$ cat src/alien_pkg.sv
// Shared constants for the invader row renderer
// Screen coordinate widths, sprite geometry, formation layout
// and the march rule limits
`default_nettype none

package alien_pkg;

    // Pixel and origin coordinate width
    localparam int COORD_W = 12;

    // Colour depth of the pixel output
    localparam int COLOR_W = 4;

    // Formation layout
    localparam int NUM_ALIENS = 5;
    localparam int SLOT_PITCH = 30;

    // Invader sprite size in pixels
    localparam int SPRITE_ROWS = 16;
    localparam int SPRITE_COLS = 22;

    // Origin of the formation after reset
    localparam int START_ROW = 46;
    localparam int START_COL = 245;

    // March step sizes
    localparam int STEP_COL = 12;
    localparam int STEP_ROW = 24;

    // Screen edges that turn the formation around
    localparam int LEFT_LIMIT  = 21;
    localparam int RIGHT_LIMIT = 500;

    // Formation below this row has reached the player
    localparam int INVADE_ROW = 400;

    // Colour of a lit sprite pixel against a zero background
    localparam int PIXEL_ON = 15;

endpackage

`default_nettype wire

$ cat src/formation_march.sv
// Formation march engine
// Step timebase gated by march_enable, sideways steps,
// edge drop with direction reversal and the invasion flag
`timescale 1ns/10ps
`default_nettype none

module formation_march #(
    parameter int unsigned MOVE_PERIOD = 16_000_000
) (
    input  logic                          clk,
    input  logic                          reset,
    input  logic                          march_enable,
    output logic [alien_pkg::COORD_W-1:0] origin_row,
    output logic [alien_pkg::COORD_W-1:0] origin_col,
    output logic                          moving_left,
    output logic                          invaded
);
    import alien_pkg::*;

    localparam int CNT_W = (MOVE_PERIOD > 1) ? $clog2(MOVE_PERIOD) : 1;

    logic [CNT_W-1:0] step_count;
    logic             step_due;
    logic             at_edge;

    // Last enabled cycle of the period
    assign step_due = march_enable && (step_count == CNT_W'(MOVE_PERIOD - 1));

    // Edge test depends on the current heading
    assign at_edge = moving_left ? (origin_col < COORD_W'(LEFT_LIMIT))
                                 : (origin_col > COORD_W'(RIGHT_LIMIT));

    always_ff @(posedge clk)
    begin
        if (reset)
        begin
            step_count  <= '0;
            origin_row  <= COORD_W'(START_ROW);
            origin_col  <= COORD_W'(START_COL);
            moving_left <= 1'b0;
        end
        else if (step_due)
        begin
            step_count <= '0;
            if (at_edge)
            begin
                // Drop one line and turn around
                origin_row  <= origin_row + COORD_W'(STEP_ROW);
                moving_left <= !moving_left;
            end
            else if (moving_left)
            begin
                origin_col <= origin_col - COORD_W'(STEP_COL);
            end
            else
            begin
                origin_col <= origin_col + COORD_W'(STEP_COL);
            end
        end
        else if (march_enable)
        begin
            step_count <= step_count + 1'b1;
        end
    end

    // Game over once the row is low enough
    assign invaded = origin_row > COORD_W'(INVADE_ROW);

endmodule

`default_nettype wire

$ cat src/slot_locator.sv
// Pixel pipeline stage 1
// Band test below the formation origin, per-alien column
// window test and local sprite coordinates of the hit alien
`timescale 1ns/10ps
`default_nettype none

module slot_locator (
    input  logic                             clk,
    input  logic                             reset,
    input  logic [alien_pkg::COORD_W-1:0]    pixel_row,
    input  logic [alien_pkg::COORD_W-1:0]    pixel_col,
    input  logic [alien_pkg::COORD_W-1:0]    origin_row,
    input  logic [alien_pkg::COORD_W-1:0]    origin_col,
    output logic [3:0]                       local_row,
    output logic [4:0]                       local_col,
    output logic [alien_pkg::NUM_ALIENS-1:0] slot_hit,
    output logic                             in_band
);
    import alien_pkg::*;

    logic [COORD_W-1:0]    row_off;
    logic [COORD_W-1:0]    col_off;
    logic                  row_past;
    logic                  col_past;
    logic                  band_next;
    logic [NUM_ALIENS-1:0] hit_next;
    logic [COORD_W-1:0]    local_col_next;

    // Sprites start one pixel past the origin in both axes
    assign row_past = pixel_row > origin_row;
    assign col_past = pixel_col > origin_col;
    assign row_off  = pixel_row - origin_row - COORD_W'(1);
    assign col_off  = pixel_col - origin_col - COORD_W'(1);

    // 16 rows below the origin
    assign band_next = row_past && (row_off < COORD_W'(SPRITE_ROWS));

    // Windows are disjoint, so at most one slot matches
    always_comb
    begin
        hit_next       = '0;
        local_col_next = '0;
        for (int i = 0; i < NUM_ALIENS; i++)
        begin
            if (col_past
                && (col_off >= COORD_W'(i * SLOT_PITCH))
                && (col_off < COORD_W'(i * SLOT_PITCH + SPRITE_COLS)))
            begin
                hit_next[i]    = 1'b1;
                local_col_next = col_off - COORD_W'(i * SLOT_PITCH);
            end
        end
    end

    always_ff @(posedge clk)
    begin
        if (reset)
        begin
            slot_hit <= '0;
            in_band  <= 1'b0;
        end
        else
        begin
            slot_hit <= hit_next;
            in_band  <= band_next;
        end
    end

    // Coordinates inside the sprite
    always_ff @(posedge clk)
    begin
        local_row <= row_off[3:0];
        local_col <= local_col_next[4:0];
    end

endmodule

`default_nettype wire

$ cat src/sprite_bitmap.sv
// Pixel pipeline stage 2
// Invader shape as a constant row table, lit pixel lookup,
// registered colour and per-alien box hit flags
`timescale 1ns/10ps
`default_nettype none

module sprite_bitmap (
    input  logic                             clk,
    input  logic                             reset,
    input  logic [3:0]                       local_row,
    input  logic [4:0]                       local_col,
    input  logic [alien_pkg::NUM_ALIENS-1:0] slot_hit,
    input  logic                             in_band,
    output logic [alien_pkg::COLOR_W-1:0]    pixel_color,
    output logic [alien_pkg::NUM_ALIENS-1:0] alien_active
);
    import alien_pkg::*;

    // Bit c of an entry is local column c
    localparam logic [SPRITE_COLS-1:0] SHAPE [SPRITE_ROWS] = '{
        // Antenna tips
        22'h03_0030,
        22'h03_0030,
        // Antenna stems
        22'h00_C0C0,
        22'h00_C0C0,
        // Head
        22'h03_FFF0,
        22'h03_FFF0,
        // Eyes
        22'h0F_3F3C,
        22'h0F_3F3C,
        // Full width body
        22'h3F_FFFF,
        22'h3F_FFFF,
        // Legs and arms
        22'h33_0033,
        22'h33_0033,
        22'h33_0033,
        22'h33_0033,
        // Feet with a gap in the middle
        22'h00_F3C0,
        22'h00_F3C0
    };

    logic [SPRITE_COLS-1:0] row_bits;
    logic                   box_hit;
    logic                   lit;

    assign row_bits = SHAPE[local_row];
    assign box_hit  = in_band && (|slot_hit);

    always_comb
    begin
        lit = 1'b0;
        if (box_hit)
        begin
            lit = row_bits[local_col];
        end
    end

    always_ff @(posedge clk)
    begin
        if (reset)
        begin
            pixel_color  <= '0;
            alien_active <= '0;
        end
        else
        begin
            pixel_color  <= lit ? COLOR_W'(PIXEL_ON) : '0;
            // Whole box counts whether lit or not
            alien_active <= in_band ? slot_hit : '0;
        end
    end

endmodule

`default_nettype wire

$ cat src/alien_formation_top.sv
// Top level of the invader row renderer
// March engine plus the two stage pixel pipeline
`timescale 1ns/10ps
`default_nettype none

module alien_formation_top #(
    parameter int unsigned MOVE_PERIOD = 16_000_000
) (
    input  logic                             clk,
    input  logic                             reset,
    input  logic [alien_pkg::COORD_W-1:0]    pixel_row,
    input  logic [alien_pkg::COORD_W-1:0]    pixel_col,
    input  logic                             march_enable,
    output logic [alien_pkg::COLOR_W-1:0]    pixel_color,
    output logic [alien_pkg::NUM_ALIENS-1:0] alien_active,
    output logic [alien_pkg::COORD_W-1:0]    formation_row,
    output logic [alien_pkg::COORD_W-1:0]    formation_col,
    output logic                             moving_left,
    output logic                             invaded
);
    import alien_pkg::*;

    logic [COORD_W-1:0]    origin_row;
    logic [COORD_W-1:0]    origin_col;
    logic [3:0]            local_row;
    logic [4:0]            local_col;
    logic [NUM_ALIENS-1:0] slot_hit;
    logic                  in_band;

    formation_march #(
        .MOVE_PERIOD (MOVE_PERIOD)
    ) formation_march_inst (
        .clk          (clk),
        .reset        (reset),
        .march_enable (march_enable),
        .origin_row   (origin_row),
        .origin_col   (origin_col),
        .moving_left  (moving_left),
        .invaded      (invaded)
    );

    // Origin is sampled together with the pixel
    slot_locator slot_locator_inst (
        .clk        (clk),
        .reset      (reset),
        .pixel_row  (pixel_row),
        .pixel_col  (pixel_col),
        .origin_row (origin_row),
        .origin_col (origin_col),
        .local_row  (local_row),
        .local_col  (local_col),
        .slot_hit   (slot_hit),
        .in_band    (in_band)
    );

    sprite_bitmap sprite_bitmap_inst (
        .clk          (clk),
        .reset        (reset),
        .local_row    (local_row),
        .local_col    (local_col),
        .slot_hit     (slot_hit),
        .in_band      (in_band),
        .pixel_color  (pixel_color),
        .alien_active (alien_active)
    );

    assign formation_row = origin_row;
    assign formation_col = origin_col;

endmodule

`default_nettype wire

$ cat config.mk
export PLATFORM = sky130hd
export DESIGN_NAME = alien_formation_top
export DESIGN_NICKNAME = d
export VERILOG_FILES = /design/src/alien_pkg.sv /design/src/formation_march.sv /design/src/slot_locator.sv /design/src/sprite_bitmap.sv /design/src/alien_formation_top.sv
export SDC_FILE = /design/constraint.sdc
export NUM_CORES = 1
export LEC_CHECK = 0
export ABC_AREA = 1
export ABC_CLOCK_PERIOD_IN_PS = 3700
export BUFFER_PORTS_ARGS = -buffer_cell sky130_fd_sc_hd__buf_2
export CORE_UTILIZATION = 60
export CTS_BUF_LIST = sky130_fd_sc_hd__clkbuf_4 sky130_fd_sc_hd__clkbuf_8 sky130_fd_sc_hd__clkbuf_16
export DETAILED_ROUTE_END_ITERATION = 7
export PLACE_DENSITY = 0.83
export SLEW_MARGIN = 20
export SYNTH_ARGS = -nofsm -noshare
export SYNTH_HDL_FRONTEND = slang
export SYNTH_SLANG_ARGS = --single-unit
export TNS_END_PERCENT = 10
$ cat constraint.sdc
create_clock -name clk -period 3.7 [get_ports clk]
set_clock_uncertainty 0.1 [all_clocks]
set_input_delay 0.74 -clock clk [delete_from_list [all_inputs] [get_ports clk]]
set_output_delay 0.74 -clock clk [all_outputs]
set_load 0.01 [all_outputs]
## Yosys cells after proc, flatten, opt, wreduce, memory -nomap -nowiden

Memory sizes are Yosys's and may differ from the RTL's.
Index checks and enable logic that the tools add are counted.

- Add/sub/neg operators: 12
- Order comparisons: 18
- Equal/unequal tests: 1
- Muxes and demuxes: 18
- Bitwise logic cells: 3
- Reduce and logical (&&, ||, !) cells: 19

Operator list:

| cell | count |
|---|---|
| $mux W22 | 2 |
| $lt A12 B5 Y1 const B | 3 |
| $mux W5 | 5 |
| $add A24 B1 Y24 const B | 1 |
| $eq A24 B24 Y1 const B | 1 |
| $ge A12 B7 Y1 const B | 2 |
| $gt A12 B12 Y1 | 2 |
| $gt A12 B9 Y1 const B | 2 |
| $lt A12 B7 Y1 const B | 2 |
| $sub A12 B1 Y12 const B | 2 |
| $sub A12 B12 Y12 | 2 |
| $sub A5 B5 Y5 const B | 4 |
| $logic_and A1 B1 Y1 | 13 |
| $add A12 B4 Y12 const B | 1 |
| $add A12 B5 Y12 const B | 1 |
| $ge A12 B1 Y1 const B | 1 |
| $ge A12 B5 Y1 const B | 1 |
| $ge A12 B6 Y1 const B | 1 |
| $lt A12 B6 Y1 const B | 1 |
| $lt A12 B8 Y1 const B | 1 |
| $mux W12 | 1 |
| $sub A12 B4 Y12 const B | 1 |
| $mux W1 | 8 |
| $lt A5 B6 Y1 const B | 1 |
| 9 further kinds | 12 |

- Register bits after elaboration: 73
- Memory bits (read-only): 352
- Input port bits: 27
- Output and inout bits: 35
- Logic and storage cells: 82
- Memories kept: 1

Memories:

| memory | depth | width | rd ports | clocked after Yosys merged registers in | write ports | RTL line | RTL |
|---|---|---|---|---|---|---|---|
| (name not given) | 16 | 22 | 1 | 0 | 0 | sprite_bitmap.sv:50 | `assign row_bits = SHAPE[local_row];` |

## Depth between registers and ports, before layout

Gate-level depths: netlist of run 1.

- Depth in word-level cells: 10
- Gate-level depth with buffers: 22

## Hierarchy

A second synthesis of run 1 with hierarchy kept.

- Cells, all modules: 955
- Area, all modules: 6069.6 µm²

Modules (own cells, without submodules):

| module | times used | cells each | area an instance (µm²) | sequential area each (µm²) |
|---|---|---|---|---|
| formation_march | 1 | 434 | 2941.6 | 880.8 |
| slot_locator | 1 | 452 | 2713.9 | 300.3 |
| sprite_bitmap | 1 | 69 | 414.1 | 120.1 |

## Least setup slack after synthesis of run 1

Ideal clock, no wire load.

- Path type: input -> register
- From: in pixel_col[1] in the netlist's numbering
- To: reg slot_locator_inst.local_col[1]
- Arrival: 2.809 ns
- Required time: 3.491 ns
- Slack: 0.682 ns
- Stages on the path: 16
- Buffers on the path: 0
- Path through: fa_1 -> nand2_1 -> inv_1 -> nor2_1 -> inv_1 -> ha_1 -> nor2_1 -> nor2_8 -> nand2_4 -> inv_2 -> nand2_2 -> nand2_1 -> nand2_1 -> nand2_1 -> nand2_1 -> inv_1

- Longest elaborated chain between the ends: 10
- Elaborated cells on any way between the ends: 32

Ends and longest elaborated chain:

| what | RTL line | RTL |
|---|---|---|
| start: declaration | alien_formation_top.sv:12 | `input logic [alien_pkg::COORD_W-1:0] pixel_col,` |
| $sub A12 B12 Y12 | slot_locator.sv:33 | `assign col_off = pixel_col - origin_col - COORD_W'(1);` |
| $sub A12 B1 Y12 | slot_locator.sv:33 |  |
| $ge A12 B1 Y1 | slot_locator.sv:46 | `&& (col_off >= COORD_W'(i * SLOT_PITCH))` |
| $logic_and A1 B1 Y1 | slot_locator.sv:46 |  |
| $logic_and A1 B1 Y1 | slot_locator.sv:47 | `&& (col_off < COORD_W'(i * SLOT_PITCH + SPRITE_COLS)))` |
| $mux W5 (4 in series) | slot_locator.sv:45 | `if (col_past` |
| $mux W5 * | slot_locator.sv:45 |  |
| named net slot_locator_inst.local_col_next[1] | slot_locator.sv:27 | `logic [COORD_W-1:0] local_col_next;` |
| end signal: assignment | slot_locator.sv:73 | `local_col <= local_col_next[4:0];` |
| end: declaration | slot_locator.sv:15 | `output logic [4:0] local_col,` |

Mark *: on every way through the listed nets, which the timed path passes. The rest lies on a longest branch.
A chain may end at the register's enable or synchronous reset.

## Worst setup path after layout of run 1

- From: reg formation_march_inst.origin_col[2] in the netlist's numbering
- To: reg slot_locator_inst.local_col[2]

- Longest elaborated chain between the ends: 10
- Elaborated cells on any way between the ends: 32

Ends and longest elaborated chain:

| what | RTL line | RTL |
|---|---|---|
| start: declaration | formation_march.sv:14 | `output logic [alien_pkg::COORD_W-1:0] origin_col,` |
| start signal: assignment | formation_march.sv:39 | `origin_col <= COORD_W'(START_COL);` |
| start signal: assignment | formation_march.sv:53 | `origin_col <= origin_col - COORD_W'(STEP_COL);` |
| start signal: assignment | formation_march.sv:57 | `origin_col <= origin_col + COORD_W'(STEP_COL);` |
| $sub A12 B12 Y12 | slot_locator.sv:33 |  |
| $sub A12 B1 Y12 | slot_locator.sv:33 |  |
| $ge A12 B1 Y1 | slot_locator.sv:46 |  |
| $logic_and A1 B1 Y1 | slot_locator.sv:46 |  |
| $logic_and A1 B1 Y1 | slot_locator.sv:47 |  |
| $mux W5 (4 in series) | slot_locator.sv:45 |  |
| $mux W5 * | slot_locator.sv:45 |  |
| named net slot_locator_inst.local_col_next[2] | slot_locator.sv:27 |  |

Marked as above.

==> impl_metrics.env, run 1 <==
export IMPL_area_growth_pct=10.9
export IMPL_critPathKind="reg -> reg"
export IMPL_multi_input_area_um2=3480
export IMPL_crit_required_ps=3870
export IMPL_nNetsFinal=924
export IMPL_crit_top_cell="nand2_1"
export IMPL_cts_max_level=3
export IMPL_post_route_drc_count=0
export IMPL_die_x_um=96.0
export IMPL_whs_ps=332
export IMPL_grt_overflow_total=0
export IMPL_rsz0062_at_grt="false"
export IMPL_netlist_instances=792
export IMPL_fin_crit_ps=3140
export IMPL_root_buffer="clkbuf_8"
export IMPL_maxCapViolations=0
export IMPL_diodes=0
export IMPL_end_kind="register"
export IMPL_outcome="completed"
export IMPL_dieArea_um2=9220
export IMPL_post_cts_buffers=0
export IMPL_power_mw=1.65
export IMPL_hp_class="reg -> reg"
export IMPL_slowest_stage="dfxtp_1"
export IMPL_wl_per_cell_um=13.4
export IMPL_clkLatencyLatePin_ps=350
export IMPL_slew_violations=0
export IMPL_r2r_slack_ps=560
export IMPL_p_per_area_nw_per_um2=280
export IMPL_p_leak_nw=2.88
export IMPL_seqCellArea_um2=1260
export IMPL_port_buffers=56
export IMPL_critPathMaxStageDelay_ps=480
export IMPL_cts_hold_buf=0
export IMPL_route_layer_met1_wl_um=5650
export IMPL_std_cell_rows=33
export IMPL_finalHoldViolations=0
export IMPL_path_max_fanout=6
export IMPL_crit_buf_inv=3
export IMPL_fmax_mhz=319
export IMPL_chipHeight_um=96.0
export IMPL_final_common_cell="nand2_1"
export IMPL_totalWireLength_um=12800
export IMPL_grt_start_max_net_pins=22
export IMPL_crit_chain="inv_1 -> fa_1 -> nand2_1 -> inv_1 -> nor2_1 -> inv_1 -> ha_1 -> nand2_1 -> nand2_1 -> a21oi_1 -> nand4_1 -> nor2_1 -> nand2_1 -> nand3_1 -> nand2_1 -> a21oi_1"
export IMPL_grt_antenna_before_repair=0
export IMPL_fillers=706
export IMPL_arrival_ps=3310
export IMPL_ys_seq_elements=63
export IMPL_cp_top_family="simple AND/OR/NAND/NOR gates"
export IMPL_start_util=0.633
export IMPL_ys_warn_count=0
export IMPL_first_global_vias=4871
export IMPL_highest_layer="met4"
export IMPL_ant_nets=0
export IMPL_worstMarginPinSlew_ps=740
export IMPL_grt_first_pass_wirelength_um=20700
export IMPL_coreArea_um2=8380
export IMPL_syn_avg_cell_area_um2=6.70
export IMPL_detail_route_vias_per_cell=5.62
export IMPL_cts_tree="yes"
export IMPL_path_clk_slew_ps=80
export IMPL_met3WireLength_um=814
export IMPL_max_slew_margin=0.506
export IMPL_gp_congestion=0.997
export IMPL_mostFrequentLayoutCells="155 x nand2_1, 117 x inv_1, 74 x nor2_1"
export IMPL_syn_cell_area_um2=5310
export IMPL_clock_tree_buffer_depth=2
export IMPL_synthDistinctLibCells=46
export IMPL_io_pin_count=62
export IMPL_drt_iter0_markers=296
export IMPL_grt_usage=0.287
export IMPL_cts_resized=0
export IMPL_fin_crit_sh=0.847
export IMPL_final_core_util=0.702
export IMPL_ys_seq_area_frac=0.238
export IMPL_drive_gt1_frac=0.166
export IMPL_firstDrtPassIters=5
export IMPL_setup_tns_ps=0
export IMPL_ir_drop_v=0.000274
export IMPL_cts_made_buffers=9
export IMPL_critPathLaunchType="register"
export IMPL_met2_length_um=6040
export IMPL_setup_violations_final=0
export IMPL_clkSinkCount=63
export IMPL_dpl_hpwl_um=10100
export IMPL_num_vias=5395
==> synthesized netlist by cell type (all sizes together) <==
master	number	area [µm²]
o21ai	30	150
buf	10	72.6
clkbuf	5	18.8
nor3	30	165
dfxtp	63	1260
nand2	173	714
nand3b	2	15.0
and2	2	12.5
conb	2	7.51
or2	5	31.3
a211oi	3	22.5
nor3b	5	47.5
ha	45	563
xor2	13	114
o221ai	3	26.3
a221oi	1	8.76
nor4	6	50.0
nor2	89	433
fa	2	40.0
and3	3	18.8
xnor2	10	87.6
inv	128	480
o2111ai	3	26.3
a21o	2	15.0
o211ai	5	37.5
o21a	2	15.0
nand3	69	405
nand4	29	194
o21bai	2	15.0
a21oi	50	258
==> sequential cells by signal (all words and copies together) (netlist names), 3 cells and up <==
register and flops:
slot_locator_inst.local_col 4, slot_locator_inst.slot_hit 5, formation_march_inst.step_count 24, formation_march_inst.origin_row 9
sprite_bitmap_inst.alien_active 5, formation_march_inst.origin_col 10, slot_locator_inst.local_row 3
==> worst reg2reg max path, cell delays in order, from the launching register on <==
cell and delay (ps):
dfxtp_1 480, inv_1 190, fa_1 450, nand2_1 130, inv_1 50, nor2_1 240, inv_1 190, ha_1 230
nand2_1 60, nand2_1 50, a21oi_1 220, nand4_1 210, nor2_1 130, nand2_1 60, nand3_1 60, nand2_1 60
a21oi_1 150
==> power breakdown <==
part	total [mW]	switching [mW]	internal, mW	leakage, nW
combinational	0.261	0.172	0.0897	2.26
sequential	0.694	0.00838	0.686	0.510
clock	0.692	0.305	0.387	0.111
total	1.65	0.485	1.16	2.88
==> path summary, 6_finish.rpt <==
check                                                   startpoint                                 end  depth (start not counted)
worst max-delay path            formation_march_inst.origin_col[2]      slot_locator_inst.local_col[2]                         16
worst min-delay path                 slot_locator_inst.slot_hit[4]  sprite_bitmap_inst.alien_active[4]                          2
worst max register to register  formation_march_inst.origin_col[2]      slot_locator_inst.local_col[2]                         16
worst min register to register       slot_locator_inst.slot_hit[4]  sprite_bitmap_inst.alien_active[4]                          2
==> area by class of cell <==
class,count,area share
inverter,128,0.0816
multi-input combinational,589,0.592
sequential,63,0.214
tap,105,0.0223
clock buffer,9,0.0210
clock inverter,7,0.0174
timing repair buffer,59,0.0514
==> metal layers <==
metal  vias up  track usage
li1       2713            -
met4         0        0.119
met2       203        0.476
met3        41       0.0506
met5         -            0
met1      2438        0.365
==> logic make-up after synthesis <==
group	synth area share
and+or+nand+nor	0.393
AOI/OAI and AO/OA	0.108
adders and majority gates	0.114
buffers and inverters	0.108
xor gates and xnor gates	0.0380
other	0.00142
DFF	0.238
==> stage by stage <==
| step | std cells | setup slack (ps) | instance area, µm² |
|---|---|---|---|
| 4_1_cts | 960 | 635 | 5890 |
| 3_3_place_gp | 944 | 474 | 5660 |
| 5_1_grt | 960 | 354 | 5890 |
| 3_5_place_dp | 944 | 304 | 5660 |
| 2_1_floorplan | 795 | 682 | 5320 |
| 6_report | 960 | 565 | 5890 |
Note: power is estimated with default switching activity, not from simulation.
==> inputs of run 2 (changes only) <==
--- a/config.mk
+++ b/config.mk
@@ -5,13 +5,13 @@
 export SDC_FILE = /design/constraint.sdc
 export NUM_CORES = 1
 export LEC_CHECK = 0
-export ABC_AREA = 1
-export ABC_CLOCK_PERIOD_IN_PS = 3700
+export ABC_AREA = 0
+export ABC_CLOCK_PERIOD_IN_PS = 3140
 export BUFFER_PORTS_ARGS = -buffer_cell sky130_fd_sc_hd__buf_2
-export CORE_UTILIZATION = 60
+export CORE_UTILIZATION = 59
 export CTS_BUF_LIST = sky130_fd_sc_hd__clkbuf_4 sky130_fd_sc_hd__clkbuf_8 sky130_fd_sc_hd__clkbuf_16
 export DETAILED_ROUTE_END_ITERATION = 7
-export PLACE_DENSITY = 0.83
+export PLACE_DENSITY = 0.82
 export SLEW_MARGIN = 20
 export SYNTH_ARGS = -nofsm -noshare
 export SYNTH_HDL_FRONTEND = slang
==> constraint.sdc (replaced) <==
create_clock -name clk -period 3.14 [get_ports clk]
set_clock_uncertainty 0.1 [all_clocks]
set_input_delay 0.628 -clock clk [delete_from_list [all_inputs] [get_ports clk]]
set_output_delay 0.628 -clock clk [all_outputs]
set_load 0.01 [all_outputs]
==> run 2 against run 1 <==
Against the previous run:
- count of clock-buffer cells in the layout increased by 1
- global-route usage increased by 0.72 points
- combinational power increased by 54%
- setup slack got worse by 410 ps
- sequential cell count unchanged
- via count decreased by 14%
- sequential power increased by 17%
- critical path depth decreased by 2
- critical path type unchanged
- largest power group is now clock
==> impl_metrics.env, run 2 <==
export IMPL_mostFrequentLayoutCells="74 x nor2_1, 60 x dfxtp_1, 57 x buf_4"
export IMPL_path_max_fanout=5
export IMPL_syn_avg_cell_area_um2=8.12
export IMPL_yosysTopAreaCellShare=0.269
export IMPL_synth_edf_count=0
export IMPL_maxCapViolations=0
export IMPL_ys_seq_elements=63
export IMPL_clock_tree_buffer_depth=2
export IMPL_diodes=0
export IMPL_worstMarginPinSlew_ps=493
export IMPL_final_common_cell="nor2_1"
export IMPL_p_leak_nw=2.51
export IMPL_rsz0062_at_grt="false"
export IMPL_path_clk_slew_ps=80
export IMPL_clkSinkCount=63
export IMPL_cp_num_cells=14
export IMPL_hp_class="reg -> reg"
export IMPL_regMostFlops="formation_march_inst.step_count"
export IMPL_first_global_vias=4496
export IMPL_reg2regPathDepth=14
export IMPL_netlist_instances=577
export IMPL_root_buffer="clkbuf_8"
export IMPL_cp_top_family="compound AO/OA/AOI/OAI gates"
export IMPL_synth_top_cells_by_count="74 x nor2_1, 63 x dfxtp_1, 45 x ha_1, 43 x inv_1, 33 x nand2_1"
export IMPL_grt_start_max_net_pins=26
export IMPL_drive_gt1_frac=0.257
export IMPL_grt_antenna_before_repair=0
export IMPL_post_cts_buffers=0
export IMPL_yosys_top_cells_area="dfxtp_1 27%, ha_1 12%, nor2_1 5.9%"
export IMPL_p_per_area_nw_per_um2=353
export IMPL_cts_hold_buf=0
export IMPL_critPathLaunchType="register"
export IMPL_slew_violations=0
export IMPL_final_core_util=0.749
export IMPL_chipHeight_um=91.1
export IMPL_async_flop_share=0
export IMPL_port_buffers=56
export IMPL_ir_drop_v=0.000263
export IMPL_dpl_hpwl_um=8870
export IMPL_gp_congestion=0.948
export IMPL_crit_buf_inv=2
export IMPL_nNetsFinal=755
export IMPL_area_growth_pct=22.9
export IMPL_crit_top_cell="ha_4"
export IMPL_grt_first_pass_wirelength_um=19900
export IMPL_cts_made_buffers=9
export IMPL_synth_main_ff_cell="dfxtp_1"
export IMPL_max_slew_margin=0.667
export IMPL_drt_iter0_markers=225
export IMPL_clkLatencyLatePin_ps=360
export IMPL_fin_crit_ps=2990
export IMPL_syn_cell_area_um2=4690
export IMPL_yosysMostFrequentCell="nor2_1"
export IMPL_detail_route_vias_per_cell=5.86
export IMPL_ys_warn_count=0
export IMPL_cts_tree="yes"
export IMPL_fin_crit_sh=0.951
export IMPL_grt_usage=0.294
export IMPL_cts_max_level=3
export IMPL_fmax_mhz=335
export IMPL_start_util=0.610
export IMPL_grt_overflow_total=0
export IMPL_crit_chain="inv_2 -> ha_4 -> a211oi_4 -> or2_4 -> nand2_4 -> inv_4 -> ha_4 -> and2b_2 -> a22oi_2 -> a221o_2 -> mux2i_1 -> o21a_1 -> o32a_1 -> nor3_2"
export IMPL_top_regs="formation_march_inst.step_count: 24 flops, formation_march_inst.origin_col: 10 flops, formation_march_inst.origin_row: 9 flops"
export IMPL_finalHoldViolations=0
export IMPL_io_pin_count=62
export IMPL_outcome="completed"
export IMPL_yosysTopAreaCell="dfxtp_1"
export IMPL_largest_reg_flops=24
export IMPL_dieArea_um2=8300
export IMPL_firstDrtPassIters=5
export IMPL_fin_area_um2=5760
export IMPL_critPathKind="reg -> reg"
export IMPL_crit_required_ps=3330
export IMPL_totalWireLength_um=11800
export IMPL_arrival_ps=3170
export IMPL_placed_area_um2=5490
export IMPL_end_kind="register"
export IMPL_ant_nets=0
export IMPL_ys_seq_area_frac=0.269
export IMPL_power_mw=2.03
export IMPL_wl_per_cell_um=15.0
export IMPL_coreArea_um2=7690
export IMPL_setup_violations_final=0
export IMPL_post_route_drc_count=0
export IMPL_fillers=552
export IMPL_slowest_stage="a221o_2"
export IMPL_num_vias=4617
export IMPL_critPathMaxStageDelay_ps=450
export IMPL_hold_path_cell_count=1
export IMPL_die_x_um=91.1
export IMPL_synthDistinctLibCells=75
export IMPL_std_cell_rows=32
-- run 2: cell types whose count changed after synthesis, sizes merged, moves of 8 or more --
cell,previous run,this run
nand4,29,14
nor3,30,12
nand2,173,34
a21oi,50,32
nor2,89,74
a21o,2,10
inv,128,44
xnor2,10,27
nand3,69,13
-- run 2: layout make-up --
class	instances	area, µm²	share of cell area
clock inverters	6	92.6	0.0161
inverters	44	168	0.0291
repair buffers	113	708	0.123
well taps	102	128	0.0222
flip-flops and latches	63	1260	0.220
multi-input cells	450	3260	0.566
clock buffers	10	138	0.0239
-- run 2: kinds of logic (layout without fill, tap and decap cells) --
family	Yosys count	count (layout)	share of synthesized area
simple gates	202	202	0.217
other cells	2	5	0.00160
xor+xnor	46	46	0.0860
flops	63	63	0.269
compound gates	141	141	0.208
fa+ha+maj	47	47	0.129
buf+inv	67	173	0.0686
mux	9	9	0.0206
-- run 2: metrics by stage --
stage	setup WS (ps)	TNS, ps	hold slack, ps	std cells
2_1_floorplan	-24.1	-34.6	313	580
3_3_place_gp	-186	-1020	332	772
3_5_place_dp	-233	-1180	334	772
4_1_cts	33.0	0	353	788
5_1_grt	15.5	0	384	788
6_report	153	0	355	788
-- run 2: repair_timing --
| action | CTS | global route |
|---|---|---|
| gates cloned | 0 | 0 |
| resized for setup | 1 | 9 |
| setup endpoints to repair | 1 | 3 |
| pin swaps | 0 | 1 |
-- run 2: power by group --
group | internal (mW) | switching (mW) | leakage [nW] | total, mW
combinational | 0.189 | 0.213 | 1.89 | 0.402
clock | 0.472 | 0.347 | 0.109 | 0.820
sequential | 0.806 | 0.00708 | 0.508 | 0.813
total | 1.47 | 0.567 | 2.51 | 2.03
-- run 2: per-layer routing --
| metal | part of all wire | track usage | wire [µm] | vias up |
|---|---|---|---|---|
| met5 | 0 | 0 | 0 | - |
| met1 | 0.43 | 0.362 | 5110 | 2167 |
| li1 | - | - | - | 2243 |
| met3 | 0.054 | 0.0503 | 632 | 32 |
| met4 | 0.024 | 0.122 | 283 | 0 |
| met2 | 0.49 | 0.506 | 5750 | 175 |
-- run 2: path summary, 6_finish.rpt --
path                                      startpoint                            endpoint  slack (ps)
setup / recovery  formation_march_inst.origin_col[2]      slot_locator_inst.local_col[2]         150
hold / removal         slot_locator_inst.slot_hit[2]  sprite_bitmap_inst.alien_active[2]         360
setup reg to reg  formation_march_inst.origin_col[2]      slot_locator_inst.local_col[2]         150
hold reg to reg        slot_locator_inst.slot_hit[2]  sprite_bitmap_inst.alien_active[2]         360
